<file path="src/design/motion_pkg.sv">
package motion_pkg;

    localparam int NUM_AXES    = 3;
    localparam int NUM_MOTORS  = 3;
    localparam int DATA_W      = 32;
    localparam int POS_W       = 64;
    localparam int STEP_BIT    = 32;   // Integer part starts here
    localparam int DELAY_W     = 8;
    localparam int ADDR_W      = 8;
    localparam int MOTOR_CFG_W = 4;    // enable, select[1:0], invert

    localparam logic [ADDR_W-1:0] ADDR_CTRL     = 8'h00;
    localparam logic [ADDR_W-1:0] ADDR_DT       = 8'h04;
    localparam logic [ADDR_W-1:0] ADDR_STEPS    = 8'h08;
    localparam logic [ADDR_W-1:0] ADDR_REMAIN   = 8'h0C;
    localparam logic [ADDR_W-1:0] ADDR_PULSE    = 8'h10;
    localparam logic [ADDR_W-1:0] ADDR_MOTOR    = 8'h14;
    localparam logic [ADDR_W-1:0] ADDR_ENDSTOP  = 8'h18;
    localparam logic [ADDR_W-1:0] ADDR_VEL_BASE = 8'h20;
    localparam logic [ADDR_W-1:0] ADDR_ACC_BASE = 8'h24;
    localparam logic [ADDR_W-1:0] ADDR_POS_BASE = 8'h40;
    localparam logic [ADDR_W-1:0] ADDR_ES_POS   = 8'h50;

    localparam int AXIS_STRIDE = 8;    // vel/acc pair per axis
    localparam int POS_STRIDE  = 4;

    typedef logic signed [DATA_W-1:0] data_t;
    typedef logic signed [POS_W-1:0]  pos_t;
    typedef logic [1:0]               axis_sel_t;
    typedef logic [DELAY_W-1:0]       delay_t;

endpackage

</file>
<file path="src/design/axis_profile.sv">
`timescale 1ns/1ps

module axis_profile (
    input  logic              clk,
    input  logic              rst_n,
    input  logic              start,
    input  logic              tick,
    input  motion_pkg::data_t vel,
    input  motion_pkg::data_t acc,
    output logic              step_stb,
    output logic              dir,
    output motion_pkg::data_t pos
);
    import motion_pkg::*;

    pos_t  pos_q;
    data_t vel_q;
    data_t acc_q;
    logic  tick_d;
    logic  bit_before;       // STEP_BIT ahead of the last update

    assign pos = pos_q[POS_W-1:STEP_BIT];

    always_ff @(posedge clk) begin
        if (start) begin
            vel_q <= vel;
            acc_q <= acc;
        end else if (tick) begin
            vel_q <= vel_q + acc_q;
        end
    end

    always_ff @(posedge clk or negedge rst_n) begin
        if (!rst_n) begin
            pos_q      <= '0;
            tick_d     <= 1'b0;
            bit_before <= 1'b0;
            step_stb   <= 1'b0;
            dir        <= 1'b0;
        end else begin
            tick_d   <= tick;
            step_stb <= tick_d && (pos_q[STEP_BIT] != bit_before);
            if (tick) begin
                pos_q      <= pos_q + pos_t'(vel_q);   // Sign extended
                bit_before <= pos_q[STEP_BIT];
                dir        <= !vel_q[DATA_W-1];        // High when moving up
            end
        end
    end

endmodule

</file>
<file path="src/design/endstop_guard.sv">
`timescale 1ns/1ps

module endstop_guard (
    input  logic                  clk,
    input  logic                  rst_n,
    input  logic                  endstop,
    input  logic                  unlock,
    input  motion_pkg::axis_sel_t es_sel,
    input  logic                  es_polarity,
    input  logic                  es_enable,
    input  motion_pkg::data_t     pos [motion_pkg::NUM_AXES],
    output logic                  abort,
    output motion_pkg::data_t     es_pos
);
    import motion_pkg::*;

    logic sync_0;
    logic sync_1;
    logic match;

    assign match = es_enable && (sync_1 == es_polarity);

    always_ff @(posedge clk or negedge rst_n) begin
        if (!rst_n) begin
            sync_0 <= 1'b0;
            sync_1 <= 1'b0;
            abort  <= 1'b0;
            es_pos <= '0;
        end else begin
            sync_0 <= endstop;
            sync_1 <= sync_0;
            if (match && !abort) begin
                abort  <= 1'b1;
                es_pos <= (es_sel < NUM_AXES) ? pos[es_sel] : '0;
            end else if (abort && unlock && !match) begin
                abort <= 1'b0;       // Only once the switch is clear
            end
        end
    end

endmodule

</file>
<file path="src/design/motion_regs.sv">
`timescale 1ns/1ps

module motion_regs (
    input  logic                                clk,
    input  logic                                rst_n,
    input  logic                                psel,
    input  logic                                penable,
    input  logic                                pwrite,
    input  logic [motion_pkg::ADDR_W-1:0]       paddr,
    input  logic [motion_pkg::DATA_W-1:0]       pwdata,
    output logic [motion_pkg::DATA_W-1:0]       prdata,
    output logic                                pready,
    output logic                                pslverr,
    input  motion_pkg::data_t                   remain,
    input  logic                                busy,
    input  logic                                done,
    input  logic                                aborted,
    input  logic                                missed,
    input  motion_pkg::data_t                   pos [motion_pkg::NUM_AXES],
    input  motion_pkg::data_t                   es_pos,
    output logic                                start,
    output logic                                unlock,
    output motion_pkg::data_t                   dt,
    output motion_pkg::data_t                   steps,
    output motion_pkg::data_t                   vel [motion_pkg::NUM_AXES],
    output motion_pkg::data_t                   acc [motion_pkg::NUM_AXES],
    output motion_pkg::delay_t                  pre_n,
    output motion_pkg::delay_t                  pulse_n,
    output motion_pkg::delay_t                  post_n,
    output logic [motion_pkg::MOTOR_CFG_W*motion_pkg::NUM_MOTORS-1:0] motor_cfg,
    output motion_pkg::axis_sel_t               es_sel,
    output logic                                es_polarity,
    output logic                                es_enable
);
    import motion_pkg::*;

    localparam int MCFG_TOTAL = MOTOR_CFG_W * NUM_MOTORS;

    logic wr_en;
    logic ctrl_wr;
    logic addr_ok;

    assign pready  = 1'b1;            // No wait states
    assign pslverr = psel && penable && !addr_ok;
    assign wr_en   = psel && penable && pwrite && addr_ok;
    assign ctrl_wr = wr_en && (paddr == ADDR_CTRL);

    // Readback mux and address decode
    always_comb begin
        prdata  = '0;
        addr_ok = 1'b1;
        case (paddr)
            ADDR_CTRL:    prdata = {28'd0, missed, aborted, done, busy};
            ADDR_DT:      prdata = dt;
            ADDR_STEPS:   prdata = steps;
            ADDR_REMAIN:  prdata = remain;
            ADDR_PULSE:   prdata = {8'd0, post_n, pulse_n, pre_n};
            ADDR_MOTOR:   prdata = DATA_W'(motor_cfg);
            ADDR_ENDSTOP: prdata = {28'd0, es_enable, es_polarity, es_sel};
            ADDR_ES_POS:  prdata = es_pos;
            default:      addr_ok = 1'b0;
        endcase
        for (int i = 0; i < NUM_AXES; i++) begin
            if (paddr == ADDR_VEL_BASE + ADDR_W'(AXIS_STRIDE * i)) begin
                prdata  = vel[i];
                addr_ok = 1'b1;
            end
            if (paddr == ADDR_ACC_BASE + ADDR_W'(AXIS_STRIDE * i)) begin
                prdata  = acc[i];
                addr_ok = 1'b1;
            end
            if (paddr == ADDR_POS_BASE + ADDR_W'(POS_STRIDE * i)) begin
                prdata  = pos[i];
                addr_ok = 1'b1;
            end
        end
    end

    always_ff @(posedge clk or negedge rst_n) begin
        if (!rst_n) begin
            start       <= 1'b0;
            unlock      <= 1'b0;
            dt          <= '0;
            steps       <= '0;
            pre_n       <= '0;
            pulse_n     <= '0;
            post_n      <= '0;
            motor_cfg   <= '0;       // All motors disabled
            es_sel      <= '0;
            es_polarity <= 1'b0;
            es_enable   <= 1'b0;
            for (int i = 0; i < NUM_AXES; i++) begin
                vel[i] <= '0;
                acc[i] <= '0;
            end
        end else begin
            start  <= ctrl_wr && pwdata[0];
            unlock <= ctrl_wr && pwdata[1];
            if (wr_en) begin
                case (paddr)
                    ADDR_DT:    dt <= pwdata;
                    ADDR_STEPS: steps <= pwdata;
                    ADDR_PULSE: begin
                        pre_n   <= pwdata[7:0];
                        pulse_n <= pwdata[15:8];
                        post_n  <= pwdata[23:16];
                    end
                    ADDR_MOTOR: motor_cfg <= pwdata[MCFG_TOTAL-1:0];
                    ADDR_ENDSTOP: begin
                        es_sel      <= pwdata[1:0];
                        es_polarity <= pwdata[2];
                        es_enable   <= pwdata[3];
                    end
                    default: ;            // Read-only or strobe address
                endcase
                for (int i = 0; i < NUM_AXES; i++) begin
                    if (paddr == ADDR_VEL_BASE + ADDR_W'(AXIS_STRIDE * i))
                        vel[i] <= pwdata;
                    if (paddr == ADDR_ACC_BASE + ADDR_W'(AXIS_STRIDE * i))
                        acc[i] <= pwdata;
                end
            end
        end
    end

    a_apb_setup: assert property (@(posedge clk) disable iff (!rst_n)
        $rose(penable) |-> psel);

endmodule

</file>
<file path="src/design/motion_top.sv">
`timescale 1ns/1ps

module motion_top (
    input  logic                              clk,
    input  logic                              rst_n,
    input  logic                              psel,
    input  logic                              penable,
    input  logic                              pwrite,
    input  logic [motion_pkg::ADDR_W-1:0]     paddr,
    input  logic [motion_pkg::DATA_W-1:0]     pwdata,
    output logic [motion_pkg::DATA_W-1:0]     prdata,
    output logic                              pready,
    output logic                              pslverr,
    input  logic                              endstop,
    output logic [motion_pkg::NUM_MOTORS-1:0] mot_step,
    output logic [motion_pkg::NUM_MOTORS-1:0] mot_dir,
    output logic [motion_pkg::NUM_MOTORS-1:0] mot_enable_n
);
    import motion_pkg::*;

    logic      start;
    logic      unlock;
    logic      tick;
    logic      busy;
    logic      done;
    logic      abort;
    logic      missed_any;
    data_t     dt;
    data_t     steps;
    data_t     remain;
    data_t     es_pos;
    data_t     vel [NUM_AXES];
    data_t     acc [NUM_AXES];
    data_t     pos [NUM_AXES];
    delay_t    pre_n;
    delay_t    pulse_n;
    delay_t    post_n;
    axis_sel_t es_sel;
    logic      es_polarity;
    logic      es_enable;

    logic [MOTOR_CFG_W*NUM_MOTORS-1:0] motor_cfg;
    logic [NUM_AXES-1:0] stb;        // Profile to pulse generator
    logic [NUM_AXES-1:0] stb_dir;
    logic [NUM_AXES-1:0] axis_step;
    logic [NUM_AXES-1:0] axis_dir;
    logic [NUM_AXES-1:0] missed;

    assign missed_any = |missed;

    motion_regs u_regs (
        .aborted (abort),
        .missed  (missed_any),
        .*
    );

    step_timer u_timer (.*);

    for (genvar a = 0; a < NUM_AXES; a++) begin : g_axis
        axis_profile u_profile (
            .clk      (clk),
            .rst_n    (rst_n),
            .start    (start),
            .tick     (tick),
            .vel      (vel[a]),
            .acc      (acc[a]),
            .step_stb (stb[a]),
            .dir      (stb_dir[a]),
            .pos      (pos[a])
        );

        step_pulse_fsm u_pulse (
            .clk      (clk),
            .rst_n    (rst_n),
            .start    (start),
            .step_stb (stb[a]),
            .step_dir (stb_dir[a]),
            .pre_n    (pre_n),
            .pulse_n  (pulse_n),
            .post_n   (post_n),
            .step     (axis_step[a]),
            .dir      (axis_dir[a]),
            .missed   (missed[a])
        );
    end

    motor_router u_router (.*);

    endstop_guard u_endstop (.*);

endmodule

</file>
<file path="src/design/motor_router.sv">
`timescale 1ns/1ps

module motor_router (
    input  logic                                clk,
    input  logic                                rst_n,
    input  logic [motion_pkg::NUM_AXES-1:0]     axis_step,
    input  logic [motion_pkg::NUM_AXES-1:0]     axis_dir,
    input  logic [motion_pkg::MOTOR_CFG_W*motion_pkg::NUM_MOTORS-1:0] motor_cfg,
    output logic [motion_pkg::NUM_MOTORS-1:0]   mot_step,
    output logic [motion_pkg::NUM_MOTORS-1:0]   mot_dir,
    output logic [motion_pkg::NUM_MOTORS-1:0]   mot_enable_n
);
    import motion_pkg::*;

    logic [NUM_MOTORS-1:0] step_nxt;
    logic [NUM_MOTORS-1:0] dir_nxt;
    logic [NUM_MOTORS-1:0] enable;

    // Field per motor: bit0 enable, bits 2:1 axis select, bit3 invert
    for (genvar m = 0; m < NUM_MOTORS; m++) begin : g_map
        axis_sel_t sel;
        logic      hit;

        assign sel         = motor_cfg[MOTOR_CFG_W*m+1 +: 2];
        assign hit         = (sel < NUM_AXES);   // Select 3 parks the motor
        assign enable[m]   = motor_cfg[MOTOR_CFG_W*m];
        assign step_nxt[m] = hit && axis_step[sel];
        assign dir_nxt[m]  = (hit && axis_dir[sel]) ^ motor_cfg[MOTOR_CFG_W*m+3];
    end

    always_ff @(posedge clk or negedge rst_n) begin
        if (!rst_n) begin
            mot_step     <= '0;
            mot_dir      <= '0;
            mot_enable_n <= '1;      // Drivers off
        end else begin
            mot_step     <= step_nxt;
            mot_dir      <= dir_nxt;
            mot_enable_n <= ~enable;
        end
    end

endmodule

</file>
<file path="src/design/step_pulse_fsm.sv">
`timescale 1ns/1ps

module step_pulse_fsm (
    input  logic               clk,
    input  logic               rst_n,
    input  logic               start,
    input  logic               step_stb,
    input  logic               step_dir,
    input  motion_pkg::delay_t pre_n,
    input  motion_pkg::delay_t pulse_n,
    input  motion_pkg::delay_t post_n,
    output logic               step,
    output logic               dir,
    output logic               missed
);
    import motion_pkg::*;

    typedef enum logic [1:0] {
        IDLE,
        PRE,
        PULSE,
        POST
    } state_t;

    state_t state;
    delay_t cnt;
    logic   last;

    // A zero count still spends one cycle in its phase
    assign last = (cnt <= 1);

    always_ff @(posedge clk or negedge rst_n) begin
        if (!rst_n) begin
            state  <= IDLE;
            cnt    <= '0;
            step   <= 1'b0;
            dir    <= 1'b0;
            missed <= 1'b0;
        end else begin
            if (start)
                missed <= 1'b0;
            else if (step_stb && state != IDLE)
                missed <= 1'b1;                // Sticky until next move

            case (state)
                IDLE: begin
                    if (step_stb) begin
                        state <= PRE;
                        cnt   <= pre_n;
                        dir   <= step_dir;     // Settles ahead of the pulse
                    end
                end
                PRE: begin
                    if (last) begin
                        state <= PULSE;
                        cnt   <= pulse_n;
                        step  <= 1'b1;
                    end else begin
                        cnt <= cnt - 1'b1;
                    end
                end
                PULSE: begin
                    if (last) begin
                        state <= POST;
                        cnt   <= post_n;
                        step  <= 1'b0;
                    end else begin
                        cnt <= cnt - 1'b1;
                    end
                end
                POST: begin
                    if (last)
                        state <= IDLE;
                    else
                        cnt <= cnt - 1'b1;
                end
                default: state <= IDLE;
            endcase
        end
    end

    a_step_in_pulse: assert property (@(posedge clk) disable iff (!rst_n)
        step |-> state == PULSE);

endmodule

</file>
<file path="src/design/step_timer.sv">
`timescale 1ns/1ps

module step_timer (
    input  logic              clk,
    input  logic              rst_n,
    input  logic              start,
    input  logic              abort,
    input  motion_pkg::data_t dt,
    input  motion_pkg::data_t steps,
    output logic              tick,
    output logic              busy,
    output logic              done,
    output motion_pkg::data_t remain
);
    import motion_pkg::*;

    logic [DATA_W-1:0] ivl;   // Cycles left in current interval

    always_ff @(posedge clk or negedge rst_n) begin
        if (!rst_n) begin
            ivl    <= '0;
            tick   <= 1'b0;
            busy   <= 1'b0;
            done   <= 1'b0;
            remain <= '0;
        end else begin
            tick <= 1'b0;
            if (abort) begin
                busy <= 1'b0;                 // remain freezes here
            end else if (start && !busy) begin
                ivl    <= dt;
                remain <= steps;
                busy   <= (steps > 0);
                done   <= (steps <= 0);
            end else if (busy) begin
                if (ivl <= 1) begin
                    ivl    <= dt;
                    tick   <= 1'b1;
                    remain <= remain - 1;
                    if (remain == 1) begin
                        busy <= 1'b0;         // Falls with the last tick
                        done <= 1'b1;
                    end
                end else begin
                    ivl <= ivl - 1;
                end
            end
        end
    end

    // Every tick belongs to a running move
    a_tick_in_move: assert property (@(posedge clk) disable iff (!rst_n)
        tick |-> $past(busy));

endmodule

</file>
<file path="config.mk">
export PLATFORM = sky130hd
export DESIGN_NAME = motion_top
export DESIGN_NICKNAME = d
export VERILOG_FILES = /design/src/design/motion_pkg.sv /design/src/design/axis_profile.sv /design/src/design/endstop_guard.sv /design/src/design/motion_regs.sv /design/src/design/motion_top.sv /design/src/design/motor_router.sv /design/src/design/step_pulse_fsm.sv /design/src/design/step_timer.sv
export SDC_FILE = /design/constraint.sdc
export NUM_CORES = 2
export LEC_CHECK = 0
export ABC_AREA = 0
export BUFFER_PORTS_ARGS = -buffer_cell sky130_fd_sc_hd__buf_2
export CAP_MARGIN = 20
export CELL_PAD_IN_SITES_DETAIL_PLACEMENT = 1
export CELL_PAD_IN_SITES_GLOBAL_PLACEMENT = 1
export CORE_ASPECT_RATIO = 0.8
export CORE_MARGIN = 3
export CORE_UTILIZATION = 40
export CTS_BUF_LIST = sky130_fd_sc_hd__clkbuf_16
export CTS_CLUSTER_DIAMETER = 50
export DETAILED_ROUTE_END_ITERATION = 7
export PLACE_DENSITY_LB_ADDON = 0.1
export SYNTH_ARGS = -nofsm -noshare
export SYNTH_HDL_FRONTEND = slang
export SYNTH_HIERARCHICAL = 1
export SYNTH_SLANG_ARGS = --single-unit
</file>
<file path="constraint.sdc">
create_clock -name clk -period 4 [get_ports clk]
set_input_delay 0.6 -clock clk [delete_from_list [all_inputs] [get_ports clk]]
set_output_delay 0.6 -clock clk [all_outputs]
set_load 0.03 [all_outputs]
</file>
==> Word-level counts from Yosys, hierarchy flattened <==
Index checks and enable logic that the tools add are counted.
{ "word_totals": {"rom_bits": 0, "latch_bits": 0, "ram_bits": 0, "regBits": 842, "output_inout_bits": 43, "memories": 0, "inputBits": 46, "elab_cells": 324} }
{ "classes": {"mul": 0, "reduce_logical": 77, "muxes": 108, "addsub": 11, "n_lt_le_gt_ge": 14, "div": 0, "n_shift": 0, "bitwise": 6, "eq_ne": 45} }
{ "op_table": {"columns": ["cell", "count"], "rows": [
  ["2-to-1 mux 32 bit", 24],
  ["case mux 32 bit (8 select lines)", 1],
  ["adder 64 x 32 -> 64 bit", 3],
  ["adder 32 bit", 3],
  ["2-to-1 mux 8 bit", 12],
  ["case mux 8 bit (4 select lines)", 3],
  ["binary-select mux 32 bit (select 2 bit)", 1],
  ["<= comparator 32 x 1 -> 1 bit (second input constant)", 2],
  ["equality test 8 x 6 -> 1 bit (second input constant)", 6],
  ["2-to-1 mux 1 bit", 43],
  ["AND reduction 2 bit", 18],
  ["equality test 32 x 2 -> 1 bit (second input constant)", 1],
  ["equality test 8 x 7 -> 1 bit (second input constant)", 4],
  ["> comparator 32 x 1 -> 1 bit (second input constant)", 1],
  ["subtractor 32 x 1 -> 32 bit (second input constant)", 1],
  ["subtractor 32 x 2 -> 32 bit (second input constant)", 1],
  ["nonzero test 2 bit", 14],
  ["equality test 8 x 5 -> 1 bit (second input constant)", 3],
  ["<= comparator 8 x 1 -> 1 bit (second input constant)", 3],
  ["logical AND 1 bit", 24],
  ["2-to-1 mux 2 bit", 12],
  ["case mux 2 bit (4 select lines)", 3],
  ["subtractor 8 x 1 -> 8 bit (second input constant)", 3],
  ["!= test 2 x 1 -> 1 bit (second input constant)", 9],
  ["23 further kinds", 66]
]} }

==> Longest topological paths before layout <==
{ "depth": {"depth_word": 15, "ltp_mapped": 12, "depth_no_buf": 12} }

==> Hierarchy <==
Netlist, hierarchy kept.
{ "by_module_without_submodules": {"columns": ["module", "area_each_um2", "seq_area_each_um2", "instances", "cells_each"], "rows": [
  ["axis_profile (g_axis[0].u_profile ...)", 10242.3, 3623.5, 2, 1095],
  ["motion_regs", 16025.4, 7457.2, 1, 1412],
  ["axis_profile (g_axis[2].u_profile)", 10222.3, 3623.5, 1, 1079],
  ["step_timer", 4352.9, 1676.6, 1, 526],
  ["step_pulse_fsm", 1197.4, 325.3, 3, 129],
  ["endstop_guard", 2095.8, 875.8, 1, 152],
  ["motor_router", 399.1, 229.0, 1, 33],
  ["motion_top", 6.3, 0.0, 1, 1]
]} }

==> Worst setup path before layout <==
Ideal clock, no wire load.
{ "synth_timing": {"path_kind": "flip-flop to flip-flop", "from": "register u_regs.start", "to": "register u_timer.ivl[23]", "t_required_ps": 3879, "setup_slack_ps": -64, "n_path_buf": 1, "stages_incl_launch_ff": 7, "arrival_time_ps": 3943, "cell_sequence": "dfrtp_1 -> nor2_1 -> or2_2 -> clkbuf_1 -> or3_1 -> o31a_1 -> o22a_1"} }
{ "synth_between": {"elab_chain_len": 3, "word_cells_on_any_way": 4} }
{ "synth_rtl": {"columns": ["item", "line_no", "text"], "rows": [
  ["from (decl)", "motion_regs.sv:21", "output logic start,"],
  ["from (signal assigned)", "motion_regs.sv:97", "start <= ctrl_wr && pwdata[0];"],
  ["logical AND 1 bit (*)", "step_timer.sv:30", "end else if (start && !busy) begin"],
  ["nonzero test 2 bit (no line)", null, null],
  ["AND reduction 2 bit (no line)", null, null],
  ["to (signal assigned)", "step_timer.sv:31", "ivl <= dt;"],
  ["to (signal assigned)", "step_timer.sv:37", "ivl <= dt;"],
  ["to (signal assigned)", "step_timer.sv:45", "ivl <= ivl - 1;"],
  ["to (decl)", "step_timer.sv:17", "logic [DATA_W-1:0] ivl;"]
]} }
Mark *: on every way between the ends. The rest lies on a longest branch, timed or not.
A chain may end at the register's enable or synchronous reset.

==> Worst setup path after layout <==
{ "layout_timing": {"from": "input port paddr[6] (netlist name)", "to": "output port prdata[0] (netlist name)"} }
{ "layout_between": {"elab_chain_len": 11, "word_cells_on_any_way": 27} }
{ "layout_rtl": {"columns": ["item", "line_no", "text"], "rows": [
  ["from (decl)", "motion_top.sv:9", "input logic [motion_pkg::ADDR_W-1:0] paddr,"],
  ["equality test 8 x 7 -> 1 bit (tied with other cells)", "motion_regs.sv:52", "case (paddr)"],
  ["case mux 32 bit (8 select lines)", "motion_regs.sv:52", null],
  ["2-to-1 mux 32 bit", "motion_regs.sv:64", "if (paddr == ADDR_VEL_BASE + ADDR_W'(AXIS_STRIDE * i)) begin"],
  ["2-to-1 mux 32 bit", "motion_regs.sv:68", "if (paddr == ADDR_ACC_BASE + ADDR_W'(AXIS_STRIDE * i)) begin"],
  ["2-to-1 mux 32 bit", "motion_regs.sv:72", "if (paddr == ADDR_POS_BASE + ADDR_W'(POS_STRIDE * i)) begin"],
  ["2-to-1 mux 32 bit", "motion_regs.sv:64", null],
  ["2-to-1 mux 32 bit", "motion_regs.sv:68", null],
  ["2-to-1 mux 32 bit", "motion_regs.sv:72", null],
  ["2-to-1 mux 32 bit", "motion_regs.sv:64", null],
  ["2-to-1 mux 32 bit", "motion_regs.sv:68", null],
  ["2-to-1 mux 32 bit (*)", "motion_regs.sv:72", null],
  ["to (decl)", "motion_top.sv:11", "output logic [motion_pkg::DATA_W-1:0] prdata,"]
]} }
Marks and branches as above.

==> impl_metrics.py <==
metrics = {
    "clock_tree": {
        "cts_tree": "done",
        "clockRootBuffer": "clkbuf_16",
        "clock_path_buffers": 3,
        "cts_buffers": 116,
        "clk_latency_ps": 770,
        "path_clk_slew_ps": 60,
        "numClockSinks": 844,
        "post-cts-setup-buffer-count": 0,
        "htreeDepth": 3,
    },
    "pwr": {
        "p_int_mw": 16.6,
        "p_per_area_nw_per_um2": 381,
        "p_leak_nw": 28.0,
        "ir_drop_mv": 0.433,
        "pwr-share-clk_pct": 43.3,
        "power_mw": 24.2,
        "p_sw_share_pct": 31.5,
        "switching_power_mw": 7.62,
        "combPwrFrac_pct": 17.7,
        "seqPwrFrac_pct": 38.9,
    },
    "logic_synthesis": {
        "ys.flop_type": "dfrtp_1",
        "synth-seq-cells": 844,
        "synth.avg_cell_area_um2": 9.89,
        "syn_inst": 5780,
        "yosys.cell_types.count": 125,
        "netlist_area_um2": 57200,
        "yosysWarnings": 6,
        "synth-edff-count": 192,
        "synth-async-reset-ratio_pct": 77.3,
        "ys_seq_area_share_pct": 38.6,
        "syn_nets": 6136,
    },
    "setup_path": {
        "worstSetupPathType": "input port to primary output",
        "crit_required_ps": 3400,
        "critPathMaxStageDelay_ps": 620,
        "cp-start-kind": "input port",
        "critPathArrivalTime_ps": 3440,
        "crit_chain": "buf_2, and3b_1, o21ai_0, buf_4, o21ai_0, a31oi_1, o21ai_0, a31oi_1, buf_2",
        "path_max_fanout": 17,
        "crit_top_cell": "o21ai_0",
        "crit_buf_inv": 3,
        "cp-end-kind": "primary output",
        "cp_top_family": "compound AO/OA/AOI/OAI gates",
        "rr_worst_depth": 12,
        "ff2ff_setup_slack_ps": 170,
        "slowest_stage": "o21ai_0",
        "cp.depth": 9,
    },
    "global_route": {
        "grt_pass1_wl_um": 339000,
        "grt_max_degree": 157,
        "grt_antenna_before_repair": 23,
        "grt_pass1_vias": 47800,
        "grt_overflow": 0,
        "grtUsageTotal_pct": 30.7,
    },
    "layout": {
        "area_growth_syn_to_layout_pct": 11.2,
        "instances_no_fill": 7791,
        "drive_above_1_share_pct": 19.5,
        "fin_util_pct": 45.0,
        "finalNetCount": 6165,
        "final_area_um2": 63600,
        "fillers": 15600,
    },
    "timing": {
        "rsz0062_at_grt": "no",
        "skew_ps": 37.3,
        "max_freq_mhz": 248,
        "setup_violations": 2,
        "tightest_slew_ps": 1170,
        "finalSetupTns_ps": -64.6,
        "finalCritPeriodShare_pct": 101,
        "slew_headroom_pct": 21.7,
        "slew_viol_final": 0,
        "hold_viol_final": 0,
        "fin_ws_ps": -40.2,
        "holdWs_ps": 337,
        "period_minus_slack_ps": 4040,
    },
    "die": {
        "rows": 123,
        "die-area_um2": 148000,
        "core_um2": 141000,
        "io_pins": 89,
        "fp.dieH_um": 344,
        "dieWidth_um": 429,
        "start_util_pct": 40.5,
    },
    "placed_design": {
        "place_area_um2": 59600,
        "dp.cells": 7564,
        "dp_slack_ps": 127,
        "place_congestion": 1.02,
        "dp_hpwl_um": 177000,
        "io_buffer_count": 87,
    },
    "drt": {
        "first_pass_iters": 7,
        "drt_first_iter_violations": 4484,
        "drc": 0,
        "routed_wl_um": 232000,
        "via_per_inst": 6.24,
        "via_count": 48600,
        "wl_per_cell_um": 29.8,
        "ant_nets": 0,
    },
    "min_path": {
        "min-delay-path-class": "input port to flip-flop",
        "hold_depth": 3,
    },
    "status": {
        "status": "finished, violations left",
        "violations": "negative setup slack",
    },
    "run": {
        "drv_cap": 0,
    },
}
==> final cells by class <==
cell class / count / area [µm²] / area share [%]
clock buffers: 121 / 3030 / 4.76
flip-flops and latches: 844 / 22100 / 34.8
diodes: 5 / 12.5 / 0.0197
well taps: 1875 / 2350 / 3.69
multi-input cells: 4381 / 32300 / 50.8
repair buffers: 335 / 2450 / 3.86
clock inverters: 99 / 850 / 1.34
inverters: 131 / 492 / 0.774
==> cells by family after synthesis <==
| logic type | synth area share, % |
|---|---|
| XOR/XNOR | 3.68 |
| buffers and inverters | 5.00 |
| multiplexers | 12.1 |
| adder cells (fa/ha/maj) | 6.86 |
| AO/OA/AOI/OAI | 21.2 |
| other | 0.00656 |
| flip-flops | 38.6 |
| AND/OR/NAND/NOR | 12.6 |
==> power groups by stage <==
| stage | logic, mW | registers (mW) | clock network [mW] |
|---|---|---|---|
| 3_5_place_dp | 4.20 | 9.56 | 0 |
| 6_report | 4.29 | 9.41 | 10.5 |
| 5_1_grt | 4.65 | 9.45 | 11.1 |
| 4_1_cts | 4.22 | 9.40 | 10.7 |
| 3_3_place_gp | 4.14 | 9.55 | 0 |
| 2_1_floorplan | 3.03 | 9.43 | 0 |
==> routing by layer <==
metal  GRT usage (%)  up-vias  share of wire [%]
li1                -    21700                  -
met1            46.0    24800                 48
met2            43.8     1730                 41
met3            5.85      379                7.3
met4            11.1        4                3.9
met5               0        -              0.012
==> what timing repair did <==
item,in CTS,in global routing
endpoints found under the hold margin,62,0
hold buffers,2,0
gates resized for setup,0,5
endpoints found under the setup margin,0,4
==> Yosys cell counts, types with 29 or more instances <==
cell type	count	area share (%)
a211oi_1	30	0.39
a21o_1	179	2.4
a21oi_1	468	4.1
a22oi_1	56	0.74
a31oi_1	51	0.56
and3_1	29	0.32
buf_2	54	0.47
buf_4	130	1.7
clkbuf_1	201	1.3
dfrtp_1	649	28
edfxtp_1	192	10
ha_1	304	6.7
inv_1	131	0.86
mux2_1	31	0.61
mux2_2	424	8.4
mux2_4	55	1.4
mux2i_1	94	1.6
nand2_1	363	2.4
nand2b_1	44	0.48
nand3_1	82	0.72
nand4_1	92	1.0
nor2_1	327	2.1
nor2b_1	56	0.61
nor3_1	114	1.0
nor4_1	41	0.45
o211ai_1	31	0.41
o21a_1	48	0.63
o21ai_0	398	3.5
o21ai_1	38	0.33
o21bai_1	84	1.1
o22ai_1	71	0.78
o2bb2ai_1	39	0.60
o31ai_1	48	0.63
or3_1	38	0.42
xnor2_1	151	2.3
xor2_1	89	1.4
==> cell usage in the layout (no fill, tap or decap), types with 30 or more instances in the layout <==
| cell | Yosys | final |
|---|---|---|
| nand4_1 | 92 | 92 |
| o22ai_1 | 71 | 71 |
| nor3_1 | 114 | 113 |
| nand3_1 | 82 | 82 |
| a31oi_1 | 51 | 50 |
| buf_4 | 130 | 236 |
| nand2_1 | 363 | 363 |
| mux2_1 | 31 | 31 |
| nor4_1 | 41 | 41 |
| xor2_1 | 89 | 89 |
| edfxtp_1 | 192 | 192 |
| o31ai_1 | 48 | 48 |
| a211oi_1 | 30 | 30 |
| buf_2 | 54 | 85 |
| or3_1 | 38 | 38 |
| mux2i_1 | 94 | 94 |
| a22oi_1 | 56 | 56 |
| nand2b_1 | 44 | 43 |
| xnor2_1 | 151 | 151 |
| mux2_2 | 424 | 424 |
| o21a_1 | 48 | 48 |
| o211ai_1 | 31 | 31 |
| clkbuf_16 | 0 | 121 |
| o21ai_0 | 398 | 397 |
| o21bai_1 | 84 | 84 |
| a21oi_1 | 468 | 468 |
| o21ai_1 | 38 | 38 |
| dfrtp_1 | 649 | 646 |
| ha_1 | 304 | 304 |
| nor2b_1 | 56 | 55 |
| mux2_4 | 55 | 55 |
| inv_1 | 131 | 150 |
| o2bb2ai_1 | 39 | 39 |
| nor2_1 | 327 | 326 |
| a21o_1 | 179 | 179 |
==> tightest hold or removal path: stages <==
cell and delay, ps:
buf_2 270, nand2_1 120, o21ai_0 70
==> registers in the layout, indices dropped and copies added, names as in the netlist, 6 cells and up <==
| signal | cells |
|---|---|
| u_timer/ivl | 32 |
| u_endstop/es_pos | 32 |
| u_regs/vel | 96 |
| u_regs/pre_n | 8 |
| u_regs/pulse_n | 8 |
| u_regs/dt | 32 |
| g_axis.u_profile/acc_q | 96 |
| g_axis.u_profile/vel_q | 96 |
| u_regs/post_n | 8 |
| g_axis.u_profile/pos_q | 192 |
| g_axis.u_pulse/state | 6 |
| u_regs/motor_cfg | 12 |
| g_axis.u_pulse/cnt | 24 |
| u_regs/steps | 32 |
| u_regs/acc | 96 |
| u_timer/remain | 32 |
==> path summary, 6_finish.rpt <==
path / from / to
worst max-delay path: paddr[6] / prdata[0]
worst min register to register: u_endstop/sync_0 / u_endstop/sync_1
min in group asynchronous: rst_n / g_axis[2].u_profile/pos_q[31]
max in group asynchronous: rst_n / g_axis[0].u_profile/pos_q[16]
worst min-delay path: pwdata[1] / u_regs/motor_cfg[1]
worst max register to register: g_axis[2].u_profile/vel_q[0] / g_axis[2].u_profile/pos_q[32]
(Power assumes the default switching activity.)
